--- src/source/lsq_pkg.sv ---
`default_nettype none

package lsq_pkg;

    // data and address width
    localparam int xlen = 32;

    // reorder buffer tag and physical destination register
    typedef logic [4:0] rob_tag_t;
    typedef logic [6:0] preg_t;

    // access width, stores use word/half, loads use word/byte-unsigned
    typedef enum logic [1:0] {
        mem_word   = 2'd0,
        mem_half   = 2'd1,
        mem_byte_u = 2'd2
    } mem_width_e;

    // major opcodes of the memory instructions
    localparam logic [6:0] opcode_load  = 7'b0000011;
    localparam logic [6:0] opcode_store = 7'b0100011;

    // func3 values that the queue supports
    localparam logic [2:0] funct3_lw  = 3'b010;
    localparam logic [2:0] funct3_lbu = 3'b100;
    localparam logic [2:0] funct3_sw  = 3'b010;
    localparam logic [2:0] funct3_sh  = 3'b001;

    // one decoded memory operation, address already generated
    typedef struct packed {
        rob_tag_t         rob_tag;
        logic             is_store;
        mem_width_e       width;
        logic [xlen-1:0]  addr;
        logic [xlen-1:0]  store_data;
        preg_t            pd;
    } issue_t;

    // one queue slot
    typedef struct packed {
        logic   valid;
        logic   issued;
        logic   done;
        issue_t op;
    } lsq_entry_t;

    // memory write request, sent at store commit
    typedef struct packed {
        logic [xlen-1:0] addr;
        logic [xlen-1:0] data;
        mem_width_e      width;
    } store_req_t;

    // resolved load, data is zero when forwarded is clear (memory read)
    typedef struct packed {
        rob_tag_t        rob_tag;
        preg_t           pd;
        logic [xlen-1:0] addr;
        logic [xlen-1:0] data;
        logic            forwarded;
    } load_result_t;

    // raw issue bundle, before address generation
    typedef struct packed {
        rob_tag_t        rob_tag;
        logic [6:0]      opcode;
        logic [2:0]      funct3;
        logic [xlen-1:0] base;
        logic [xlen-1:0] imm;
        logic [xlen-1:0] store_data;
        preg_t           pd;
    } raw_issue_t;

endpackage

`default_nettype wire

--- src/source/lsq_issue_decode.sv ---
`timescale 1ns/1ps
`default_nettype none

module lsq_issue_decode import lsq_pkg::*; (
    input  wire logic       clk,
    input  wire logic       reset,
    input  wire logic       issue_valid,
    input  wire raw_issue_t issue_in,
    output logic            dec_valid,
    output issue_t          dec
);

    // decoded view of the incoming operation
    issue_t dec_next;
    logic   supported;

    always_comb begin
        dec_next.rob_tag    = issue_in.rob_tag;
        dec_next.pd         = issue_in.pd;
        dec_next.store_data = issue_in.store_data;
        // address generation, base plus immediate
        dec_next.addr       = issue_in.base + issue_in.imm;
        dec_next.is_store   = 1'b0;
        dec_next.width      = mem_word;
        supported           = 1'b0;

        if (issue_in.opcode == opcode_load) begin
            // only lw and lbu are handled
            if (issue_in.funct3 == funct3_lw) begin
                supported = 1'b1;
            end else if (issue_in.funct3 == funct3_lbu) begin
                dec_next.width = mem_byte_u;
                supported      = 1'b1;
            end
        end else if (issue_in.opcode == opcode_store) begin
            dec_next.is_store = 1'b1;
            // only sw and sh are handled
            if (issue_in.funct3 == funct3_sw) begin
                supported = 1'b1;
            end else if (issue_in.funct3 == funct3_sh) begin
                dec_next.width = mem_half;
                supported      = 1'b1;
            end
        end
    end

    // one cycle of decode latency
    always_ff @(posedge clk or posedge reset) begin
        if (reset) begin
            dec_valid <= 1'b0;
        end else begin
            dec_valid <= issue_valid && supported;
        end
    end

    always_ff @(posedge clk) begin
        if (issue_valid && supported) begin
            dec <= dec_next;
        end
    end

endmodule

`default_nettype wire

--- src/source/lsq_queue.sv ---
`timescale 1ns/1ps
`default_nettype none

module lsq_queue import lsq_pkg::*; #(
    parameter int depth = 8
) (
    input  wire logic                        clk,
    input  wire logic                        reset,
    input  wire logic                        dispatch_valid,
    input  wire rob_tag_t                    dispatch_rob_tag,
    output logic                             dispatch_ready,
    input  wire logic                        dec_valid,
    input  wire issue_t                      dec,
    input  wire logic                        mark_done,
    input  wire logic [$clog2(depth)-1:0]    mark_index,
    input  wire logic                        commit_valid,
    input  wire rob_tag_t                    commit_rob_tag,
    output logic                             commit_ready,
    output logic                             store_valid,
    output store_req_t                       store_req,
    input  wire logic                        store_ready,
    output lsq_entry_t [depth-1:0]           entries,
    output logic [$clog2(depth)-1:0]         head
);

    localparam int iw = $clog2(depth);

    // per-entry flags, these carry the reset
    logic [depth-1:0] valid_q;
    logic [depth-1:0] issued_q;
    logic [depth-1:0] done_q;
    // per-entry payload
    issue_t           payload_q [depth];

    logic [iw-1:0]    tail;
    logic [iw:0]      count;

    logic             alloc;
    logic             commit_fire;
    logic             head_match;
    issue_t           head_op;

    // pack flags and payload into the entry view for the resolver
    always_comb begin
        for (int i = 0; i < depth; i++) begin
            entries[i].valid  = valid_q[i];
            entries[i].issued = issued_q[i];
            entries[i].done   = done_q[i];
            entries[i].op     = payload_q[i];
        end
    end

    assign dispatch_ready = (count != (iw+1)'(depth));
    assign alloc          = dispatch_valid && dispatch_ready;

    // head entry, issued and owned by the committing rob tag
    assign head_op    = payload_q[head];
    assign head_match = valid_q[head] && issued_q[head] &&
                        (head_op.rob_tag == commit_rob_tag);

    // store goes out on the write port only when committed at the head
    assign store_valid  = commit_valid && head_match && head_op.is_store;
    assign commit_ready = head_match &&
                          (head_op.is_store ? store_ready : done_q[head]);
    assign commit_fire  = commit_valid && commit_ready;

    assign store_req = '{addr: head_op.addr, data: head_op.store_data, width: head_op.width};

    // flags, pointers and occupancy
    always_ff @(posedge clk or posedge reset) begin
        if (reset) begin
            valid_q  <= '0;
            issued_q <= '0;
            done_q   <= '0;
            head     <= '0;
            tail     <= '0;
            count    <= '0;
        end else begin
            // tag match fill, dropped when no unissued entry owns the tag
            if (dec_valid) begin
                for (int i = 0; i < depth; i++) begin
                    if (valid_q[i] && !issued_q[i] && payload_q[i].rob_tag == dec.rob_tag) begin
                        issued_q[i] <= 1'b1;
                    end
                end
            end
            // resolver captured this load
            if (mark_done) begin
                done_q[mark_index] <= 1'b1;
            end
            // free head in order
            if (commit_fire) begin
                valid_q[head] <= 1'b0;
                head          <= head + 1'b1;
            end
            // reserve next tail slot in program order
            if (alloc) begin
                valid_q[tail]  <= 1'b1;
                issued_q[tail] <= 1'b0;
                done_q[tail]   <= 1'b0;
                tail           <= tail + 1'b1;
            end
            case ({alloc, commit_fire})
                2'b10:   count <= count + 1'b1;
                2'b01:   count <= count - 1'b1;
                default: count <= count;
            endcase
        end
    end

    // payload storage
    always_ff @(posedge clk) begin
        if (dec_valid) begin
            for (int i = 0; i < depth; i++) begin
                if (valid_q[i] && !issued_q[i] && payload_q[i].rob_tag == dec.rob_tag) begin
                    payload_q[i] <= dec;
                end
            end
        end
        // only the tag is known at dispatch
        if (alloc) begin
            payload_q[tail].rob_tag <= dispatch_rob_tag;
        end
    end

endmodule

`default_nettype wire

--- src/source/lsq_load_resolver.sv ---
`timescale 1ns/1ps
`default_nettype none

module lsq_load_resolver import lsq_pkg::*; #(
    parameter int depth = 8
) (
    input  wire logic                        clk,
    input  wire logic                        reset,
    input  wire lsq_entry_t [depth-1:0]      entries,
    input  wire logic [$clog2(depth)-1:0]    head,
    output logic                             mark_done,
    output logic [$clog2(depth)-1:0]         mark_index,
    output logic                             load_valid,
    output load_result_t                     load_result,
    input  wire logic                        load_ready
);

    localparam int iw = $clog2(depth);

    // byte count of an access width
    function automatic logic [2:0] width_bytes(input mem_width_e w);
        case (w)
            mem_word: return 3'd4;
            mem_half: return 3'd2;
            default:  return 3'd1;
        endcase
    endfunction

    // byte ranges intersect, one extra bit so the top of memory does not wrap
    function automatic logic overlaps(input issue_t s, input issue_t l);
        logic [xlen:0] s_lo;
        logic [xlen:0] l_lo;
        s_lo = {1'b0, s.addr};
        l_lo = {1'b0, l.addr};
        return (l_lo < s_lo + width_bytes(s.width)) && (s_lo < l_lo + width_bytes(l.width));
    endfunction

    logic          found_load;
    int            load_age;
    logic [iw-1:0] load_idx;
    issue_t        ld;
    logic          stall;
    logic          hit;
    issue_t        st;
    logic [1:0]    byte_off;
    logic          fwd_ok;
    logic          resolvable;
    logic          capture;
    load_result_t  res_next;

    always_comb begin
        logic [iw-1:0] pos;
        // oldest issued load that has no result yet
        found_load = 1'b0;
        load_age   = 0;
        load_idx   = head;
        for (int k = 0; k < depth; k++) begin
            pos = head + iw'(k);
            if (!found_load && entries[pos].valid && entries[pos].issued) begin
                if (!entries[pos].op.is_store && !entries[pos].done) begin
                    found_load = 1'b1;
                    load_age   = k;
                    load_idx   = pos;
                end
            end
        end
        ld = entries[load_idx].op;

        // walk the older entries, later matches are younger and win
        stall = 1'b0;
        hit   = 1'b0;
        st    = '0;
        for (int k = 0; k < depth; k++) begin
            pos = head + iw'(k);
            if (k < load_age && entries[pos].valid) begin
                if (!entries[pos].issued) begin
                    stall = 1'b1;
                end else if (entries[pos].op.is_store && overlaps(entries[pos].op, ld)) begin
                    hit = 1'b1;
                    st  = entries[pos].op;
                end
            end
        end
    end

    // forward decision against the youngest overlapping store
    always_comb begin
        byte_off = ld.addr[1:0] - st.addr[1:0];
        res_next.rob_tag   = ld.rob_tag;
        res_next.pd        = ld.pd;
        res_next.addr      = ld.addr;
        res_next.forwarded = hit;
        res_next.data      = '0;
        fwd_ok             = 1'b0;
        if (st.width == mem_word && ld.width == mem_word && st.addr == ld.addr) begin
            // word to word, same address
            fwd_ok        = 1'b1;
            res_next.data = st.store_data;
        end else if (ld.width == mem_byte_u) begin
            // lbu inside the store, zero extended
            fwd_ok        = 1'b1;
            res_next.data = {24'b0, st.store_data[{byte_off, 3'b000} +: 8]};
        end
    end

    // partial overlap blocks until the store leaves the queue
    assign resolvable = found_load && !stall && (!hit || fwd_ok);
    assign capture    = resolvable && (!load_valid || load_ready);
    assign mark_done  = capture;
    assign mark_index = load_idx;

    always_ff @(posedge clk or posedge reset) begin
        if (reset) begin
            load_valid <= 1'b0;
        end else if (capture) begin
            load_valid <= 1'b1;
        end else if (load_ready) begin
            load_valid <= 1'b0;
        end
    end

    // held until the consumer takes it
    always_ff @(posedge clk) begin
        if (capture) begin
            load_result <= res_next;
        end
    end

endmodule

`default_nettype wire

--- src/source/lsq_top.sv ---
`timescale 1ns/1ps
`default_nettype none

module lsq_top import lsq_pkg::*; #(
    parameter int depth = 8
) (
    input  wire logic         clk,
    input  wire logic         reset,
    // dispatch, program order reservation
    input  wire logic         dispatch_valid,
    input  wire rob_tag_t     dispatch_rob_tag,
    output logic              dispatch_ready,
    // issue, always accepted
    input  wire logic         issue_valid,
    input  wire raw_issue_t   issue_in,
    // commit from the reorder buffer
    input  wire logic         commit_valid,
    input  wire rob_tag_t     commit_rob_tag,
    output logic              commit_ready,
    // memory write port
    output logic              store_valid,
    output store_req_t        store_req,
    input  wire logic         store_ready,
    // resolved loads
    output logic              load_valid,
    output load_result_t      load_result,
    input  wire logic         load_ready
);

    logic                     dec_valid;
    issue_t                   dec;
    logic                     mark_done;
    logic [$clog2(depth)-1:0] mark_index;
    lsq_entry_t [depth-1:0]   entries;
    logic [$clog2(depth)-1:0] head;

    lsq_issue_decode u_decode (
        .clk         (clk),
        .reset       (reset),
        .issue_valid (issue_valid),
        .issue_in    (issue_in),
        .dec_valid   (dec_valid),
        .dec         (dec)
    );

    lsq_queue #(.depth(depth)) u_queue (
        .clk              (clk),
        .reset            (reset),
        .dispatch_valid   (dispatch_valid),
        .dispatch_rob_tag (dispatch_rob_tag),
        .dispatch_ready   (dispatch_ready),
        .dec_valid        (dec_valid),
        .dec              (dec),
        .mark_done        (mark_done),
        .mark_index       (mark_index),
        .commit_valid     (commit_valid),
        .commit_rob_tag   (commit_rob_tag),
        .commit_ready     (commit_ready),
        .store_valid      (store_valid),
        .store_req        (store_req),
        .store_ready      (store_ready),
        .entries          (entries),
        .head             (head)
    );

    lsq_load_resolver #(.depth(depth)) u_resolver (
        .clk         (clk),
        .reset       (reset),
        .entries     (entries),
        .head        (head),
        .mark_done   (mark_done),
        .mark_index  (mark_index),
        .load_valid  (load_valid),
        .load_result (load_result),
        .load_ready  (load_ready)
    );

endmodule

`default_nettype wire

--- config.mk ---
export PLATFORM = sky130hd
export DESIGN_NAME = lsq_top
export DESIGN_NICKNAME = d
export VERILOG_FILES = /design/src/source/lsq_pkg.sv /design/src/source/lsq_issue_decode.sv /design/src/source/lsq_queue.sv /design/src/source/lsq_load_resolver.sv /design/src/source/lsq_top.sv
export SDC_FILE = /design/constraint.sdc
export NUM_CORES = 2
export LEC_CHECK = 0
export BUFFER_PORTS_ARGS = -buffer_cell sky130_fd_sc_hd__buf_2
export CAP_MARGIN = 20
export CELL_PAD_IN_SITES_DETAIL_PLACEMENT = 2
export CELL_PAD_IN_SITES_GLOBAL_PLACEMENT = 2
export CORE_ASPECT_RATIO = 0.7
export CORE_MARGIN = 3
export CORE_UTILIZATION = 46
export DETAILED_ROUTE_END_ITERATION = 10
export PLACE_DENSITY = 0.85
export SYNTH_ARGS = -nofsm -noshare
export SYNTH_HDL_FRONTEND = slang
export SYNTH_SLANG_ARGS = --single-unit
--- constraint.sdc ---
create_clock -name clk -period 60.7 [get_ports clk]
set_input_delay 6.07 -clock clk [delete_from_list [all_inputs] [get_ports clk]]
set_output_delay 6.07 -clock clk [all_outputs]
set_load 0.05 [all_outputs]
==> flow_summary.rst, run 1 <==
.. list-table::
   :header-rows: 1

   * - Metric
     - Value
   * - Run status
     - stopped before the end
   * - Fail Step
     - global routing (5_1_grt)
   * - Run Error
     - [ERROR GRT-0232] Routing congestion too high. Check the congestion heatmap in the GUI.
   * - Antenna violations before repair
     - 77
   * - Clk Tree Root Cell
     - clkbuf_16
   * - Number of standard-cell rows in the floorplan
     - 120
   * - Cts repair resizes
     - 0
   * - IO Port Bufs
     - about 280
   * - Pin count of the biggest net entering global routing
     - about 140
   * - YS warnings
     - 0
   * - Number of cells produced by synthesis
     - between 6000 and 7000
   * - Initial core utilization
     - 0.467
   * - Mean Syn Cell Area
     - 10.6 µm²
   * - H-tree lvl count
     - 3
   * - Total nets after synthesis
     - approximately 7400
   * - Synth Cell Area
     - 72000 µm²
   * - Overflow after GRT
     - between 200 and 250
   * - Final weighted congestion in routability-driven placement
     - ~1.1
   * - Count of boundary I/O pins
     - approximately 280
   * - Cts bufs inserted
     - 88
   * - Overall fraction of global-route tracks in use
     - 0.748
   * - Die H
     - 337 µm
   * - Number of register bits inferred by synthesis
     - 824
   * - Fraction of synthesis flops using an asynchronous set or reset pin
     - 0.0437
   * - Number of buffers added for setup after CTS
     - 0
   * - Most used DFF post-synth
     - edfxtp_1
   * - Count of flip-flops with a built-in enable after synthesis
     - a little under 800
   * - Maximum root-to-sink buffer count
     - 3
   * - Number of library cell types mapped by synthesis
     - roughly 120
   * - Detail Placement HPWL
     - ~330000 µm
   * - Post-CTS Hold Buffers
     - 0
   * - Width of the die
     - approximately 480 µm
   * - Portion of the post-synthesis area used by sequential elements
     - 0.341
   * - Total number of clock tree sinks
     - roughly 820
## per-stage QoR
stage / instances / instance area [µm²] / utilization / worst slack, ps
3_3_place_gp: 8970 / 76600 / 0.497 / 41650
2_1_floorplan: 6764 / 72000 / - / 41440
3_5_place_dp: 8975 / 76700 / 0.497 / 40730
4_1_cts: 9132 / 79500 / 0.516 / 39920
## logic make-up after synthesis
logic type      count (synthesis)  synth area share
simple gates                 2075             0.137
compound gates               1449             0.135
mux                           896             0.217
flops                         824             0.341
buf+inv                       689            0.0407
fa+ha+maj                     504            0.0886
xor+xnor                      327            0.0402
## routing by layer
layer / overflow / GRT usage
met1: 14 / 0.801
met2: 79 / 0.866
met3: 13 / 0.630
met4: 123 / 0.616
met5: 5 / 0.462
## synthesized netlist by cell type, types with 81 or more instances
master / number / area share
nand2_1: 834 / 0.043
o21ai_0: 327 / 0.023
edfxtp_1: 788 / 0.33
mux2i_1: 270 / 0.038
nand3_1: 164 / 0.011
xor2_1: 81 / 0.0099
buf_2: 96 / 0.0067
a21o_1: 130 / 0.014
a211oi_1: 95 / 0.0099
a21oi_1: 334 / 0.023
buf_1: 88 / 0.0046
mux2_2: 102 / 0.016
nor3_1: 115 / 0.0080
clkbuf_1: 201 / 0.010
nor2_1: 388 / 0.020
nand4_1: 129 / 0.011
inv_1: 250 / 0.013
mux4_2: 519 / 0.16
ha_1: 494 / 0.086
xnor2_1: 243 / 0.030
==> inputs of run 2 (changes only) <==
--- a/config.mk
+++ b/config.mk
@@ -7,13 +7,10 @@
 export LEC_CHECK = 0
 export BUFFER_PORTS_ARGS = -buffer_cell sky130_fd_sc_hd__buf_2
 export CAP_MARGIN = 20
-export CELL_PAD_IN_SITES_DETAIL_PLACEMENT = 2
-export CELL_PAD_IN_SITES_GLOBAL_PLACEMENT = 2
-export CORE_ASPECT_RATIO = 0.7
 export CORE_MARGIN = 3
-export CORE_UTILIZATION = 46
+export CORE_UTILIZATION = 40
 export DETAILED_ROUTE_END_ITERATION = 10
-export PLACE_DENSITY = 0.85
+export PLACE_DENSITY_LB_ADDON = 0.15
 export SYNTH_ARGS = -nofsm -noshare
 export SYNTH_HDL_FRONTEND = slang
 export SYNTH_SLANG_ARGS = --single-unit
==> run 2 against run 1 <==
- the run now ends clean
- synthesized cell count did not move
- area after synthesis unchanged
==> flow_summary.rst, run 2 <==
.. list-table::
   :header-rows: 1

   * - Metric
     - Value
   * - Run status
     - complete, no violations
   * - Initial core utilization
     - 0.403 (-0.0639)
   * - Post-route clock skew
     - around 63 ps
   * - Amount of wire on met3 after detailed routing
     - 33000 µm
   * - Top cell type's share of synthesized area
     - 0.329 (unchanged)
   * - Biggest area contributors in the synthesized netlist
     - edfxtp_1 33%, mux4_2 16%, ha_1 8.6%
   * - Overall routed net length
     - 329000 µm
   * - Number of nets still failing antenna checks after routing
     - 0
   * - Routed met1 length
     - around 130000 µm
   * - Maxcap violations
     - 0
   * - Design Area, Final
     - 79900 µm²
   * - Critical Path Fanout Max
     - 56
   * - H-tree lvl count
     - 3 (unchanged)
   * - Upper clock frequency limit
     - between 50 and 60 MHz
   * - Biggest area consumer among synthesized cells
     - edfxtp_1
   * - Maximum root-to-sink buffer count
     - 3 (unchanged)
   * - Total number of clock tree sinks
     - 824 (unchanged)
   * - YS warnings
     - 0 (unchanged)
   * - Max transition margin
     - 0.0795
   * - First-pass GRT wire length
     - ~460000 µm
   * - CTS tree
     - built
   * - Final worst path period share
     - 0.311
   * - Width of the die
     - 430 µm (-10%)
   * - Detailed-route wire length per cell
     - roughly 35 µm
   * - Mean Syn Cell Area
     - 10.6 µm² (unchanged)
   * - Die area
     - around 190000 µm²
   * - Slew at the pin closest to its max-slew limit
     - about 1300 ps
   * - Synth Cell Area
     - 72000 µm² (unchanged)
   * - Top Registers
     - u_queue.payload_q: 632 flops, u_decode.dec: 79 flops, u_resolver.load_result: 77 flops
   * - Number of register bits inferred by synthesis
     - 824 (unchanged)
   * - Worst path arrival time
     - between 15000 and 20000 ps
   * - Most common library cell in the layout ignoring fill and taps
     - nand2_1
   * - Routed met2 length
     - around 140000 µm
   * - Overall fraction of global-route tracks in use
     - 0.346
   * - Max reg flops
     - between 600 and 700
   * - Cell with the largest stage delay on the worst path
     - dfrtp_4
   * - Data required, critical path
     - roughly 61000 ps
   * - Most used DFF post-synth
     - edfxtp_1
   * - Register containing the most flip-flops in the final layout
     - u_queue.payload_q
   * - Post-CTS Hold Buffers
     - 0 (unchanged)
   * - Final-report max-slew violation count
     - 0
   * - Number of placed instances, taps included
     - 9202 (+2.5%)
   * - Worst Setup End Kind
     - flop
   * - IO Port Bufs
     - 281 (unchanged)
   * - Top library cells by usage in the layout, fill and taps aside
     - 834 x nand2_1, 788 x edfxtp_1, 519 x mux4_2, 492 x ha_1, 385 x nor2_1
   * - Synth-to-Final Area Change
     - 11.0%
   * - Cts repair resizes
     - 0 (unchanged)
   * - Most frequently used cell type in the post-synthesis netlist
     - nand2_1
   * - Clk Tree Root Cell
     - clkbuf_16
   * - Tmin final
     - 18870 ps
   * - Final total negative setup slack
     - 0 ps
   * - Detail Placement HPWL
     - 243000 µm (-25%)
   * - Final weighted congestion in routability-driven placement
     - 1.09 (+0.98%)
   * - Total nets after synthesis
     - 7403 (unchanged)
   * - Number of buffers added for setup after CTS
     - 0 (unchanged)
   * - Portion of the post-synthesis area used by sequential elements
     - 0.341 (unchanged)
   * - Clock-pin slew on the worst setup and hold paths
     - around 60 ps
   * - Pin count of the biggest net entering global routing
     - 144
   * - Fraction of synthesis flops using an asynchronous set or reset pin
     - 0.0437 (unchanged)
   * - Highest metal layer with signal wires
     - met5
   * - Via count of the first global-routing pass
     - between 50000 and 60000
   * - Die H
     - 430 µm (+28%)
   * - Overflow after GRT
     - 0
   * - Detailed-router iteration count before antenna repair
     - 10
   * - Count of flip-flops with a built-in enable after synthesis
     - 788 (unchanged)
   * - Cts bufs inserted
     - 95 (+8.0%)
   * - Number of cells produced by synthesis
     - 6764 (unchanged)
   * - Count of boundary I/O pins
     - 282 (unchanged)
   * - Critical Path Source Type
     - flop
   * - Number of library cell types mapped by synthesis
     - 122 (unchanged)
   * - Antenna violations before repair
     - 18
   * - Final routed DRC violation total
     - 0
   * - Maximum cell stage delay along the critical path
     - approximately 840 ps
   * - Proportion of layout cells with a drive suffix above 1
     - 0.202
   * - Count of final hold-check violations
     - 0
   * - CP most frequent cell
     - o21ai_0
   * - Via/cell ratio
     - around 6.7
   * - Number of standard-cell rows in the floorplan
     - 155 (+29%)
   * - Clock latency reported for the late side of the worst-skew pair
     - roughly 780 ps
   * - Type of the worst setup path
     - reg2reg
   * - Placed cell area
     - 76600 µm² (-0.12%)
   * - Number of standard cells in the final layout excluding fillers
     - approximately 9400
   * - Top cells by instance count after synthesis
     - 834 x nand2_1, 788 x edfxtp_1, 519 x mux4_2
   * - Placeable Area
     - about 180000 µm²
   * - Type of the most critical hold path
     - reg2reg
   * - Setup repair after global routing missed its margin
     - no
   * - Number of nets in the layout
     - about 7600
   * - Starting DRC count in detailed routing
     - a little under 8000
   * - Final setup fails
     - 0
   * - Vias after detailed routing
     - between 60000 and 70000
-- run 2: kinds of logic (layout without fill, tap and decap cells) --
family                     Yosys count  count (layout)  synth area share
and+or+nand+nor                   2075            2075             0.137
muxes                              896             896             0.217
adders and majority gates          504             504            0.0886
other                                0              13                 0
AOI/OAI and AO/OA                 1449            1449             0.135
xor gates and xnor gates           327             327            0.0402
buffers and inverters              689             956            0.0407
DFF                                824             824             0.341
-- run 2: worst paths after layout --
path / from / endpoint / slack, ps / depth (start not counted)
setup / recovery: u_queue.head[1] / u_resolver.load_result[1] / 41830 / 48
hold / removal: u_queue.count[3] / u_queue.count[3] / 470 / 1
setup reg to reg: u_queue.head[1] / u_resolver.load_result[1] / 41830 / 48
hold reg to reg: u_queue.count[3] / u_queue.count[3] / 470 / 1
max in group asynchronous: reset / u_queue.head[0] / 54880 / 3
min in group asynchronous: reset / u_queue.tail[0] / 5410 / 3
-- run 2: routing by layer --
layer	vias to the layer above	GRT usage
li1	26700	-
met1	31200	0.445
met2	3859	0.518
met3	942	0.0845
met4	6	0.227
met5	-	0
-- run 2: metrics by stage --
| step | hold WS (ps) | setup WS (ps) | util |
|---|---|---|---|
| after global placement | 453 | 42780 | 0.429 |
| after detailed placement | 467 | 42570 | 0.429 |
| after CTS | 478 | 42470 | 0.447 |
| after global routing | 501 | 41170 | 0.447 |
| final | 475 | 41830 | 0.447 |
| after floorplan | 434 | 41440 | - |
-- run 2: final cells by class --
class / instances / area (µm²)
multi-input combinational: 5251 / 44800
clock buffer: 111 / 2500
antenna: 13 / 32.5
sequential: 824 / 24600
timing repair buffer: 520 / 3270
tap: 2355 / 2950
fill: 16700 / 98700
inverter: 258 / 986
clock inverter: 67 / 774
-- run 2: worst max-delay path: cells and delay by family, from the launching register on --
kind | cells | cell delay (ps)
simple gates | 16 | 5360
buf+inv | 8 | 3950
compound gates | 15 | 3250
fa+ha+maj | 4 | 2330
mux | 4 | 1730
flops | 1 | 840
xor+xnor | 1 | 750
Power of run 2 is left out: the tool's default activity adds up to more than one toggle a clock period on the data nets, which glitch-free logic cannot reach.
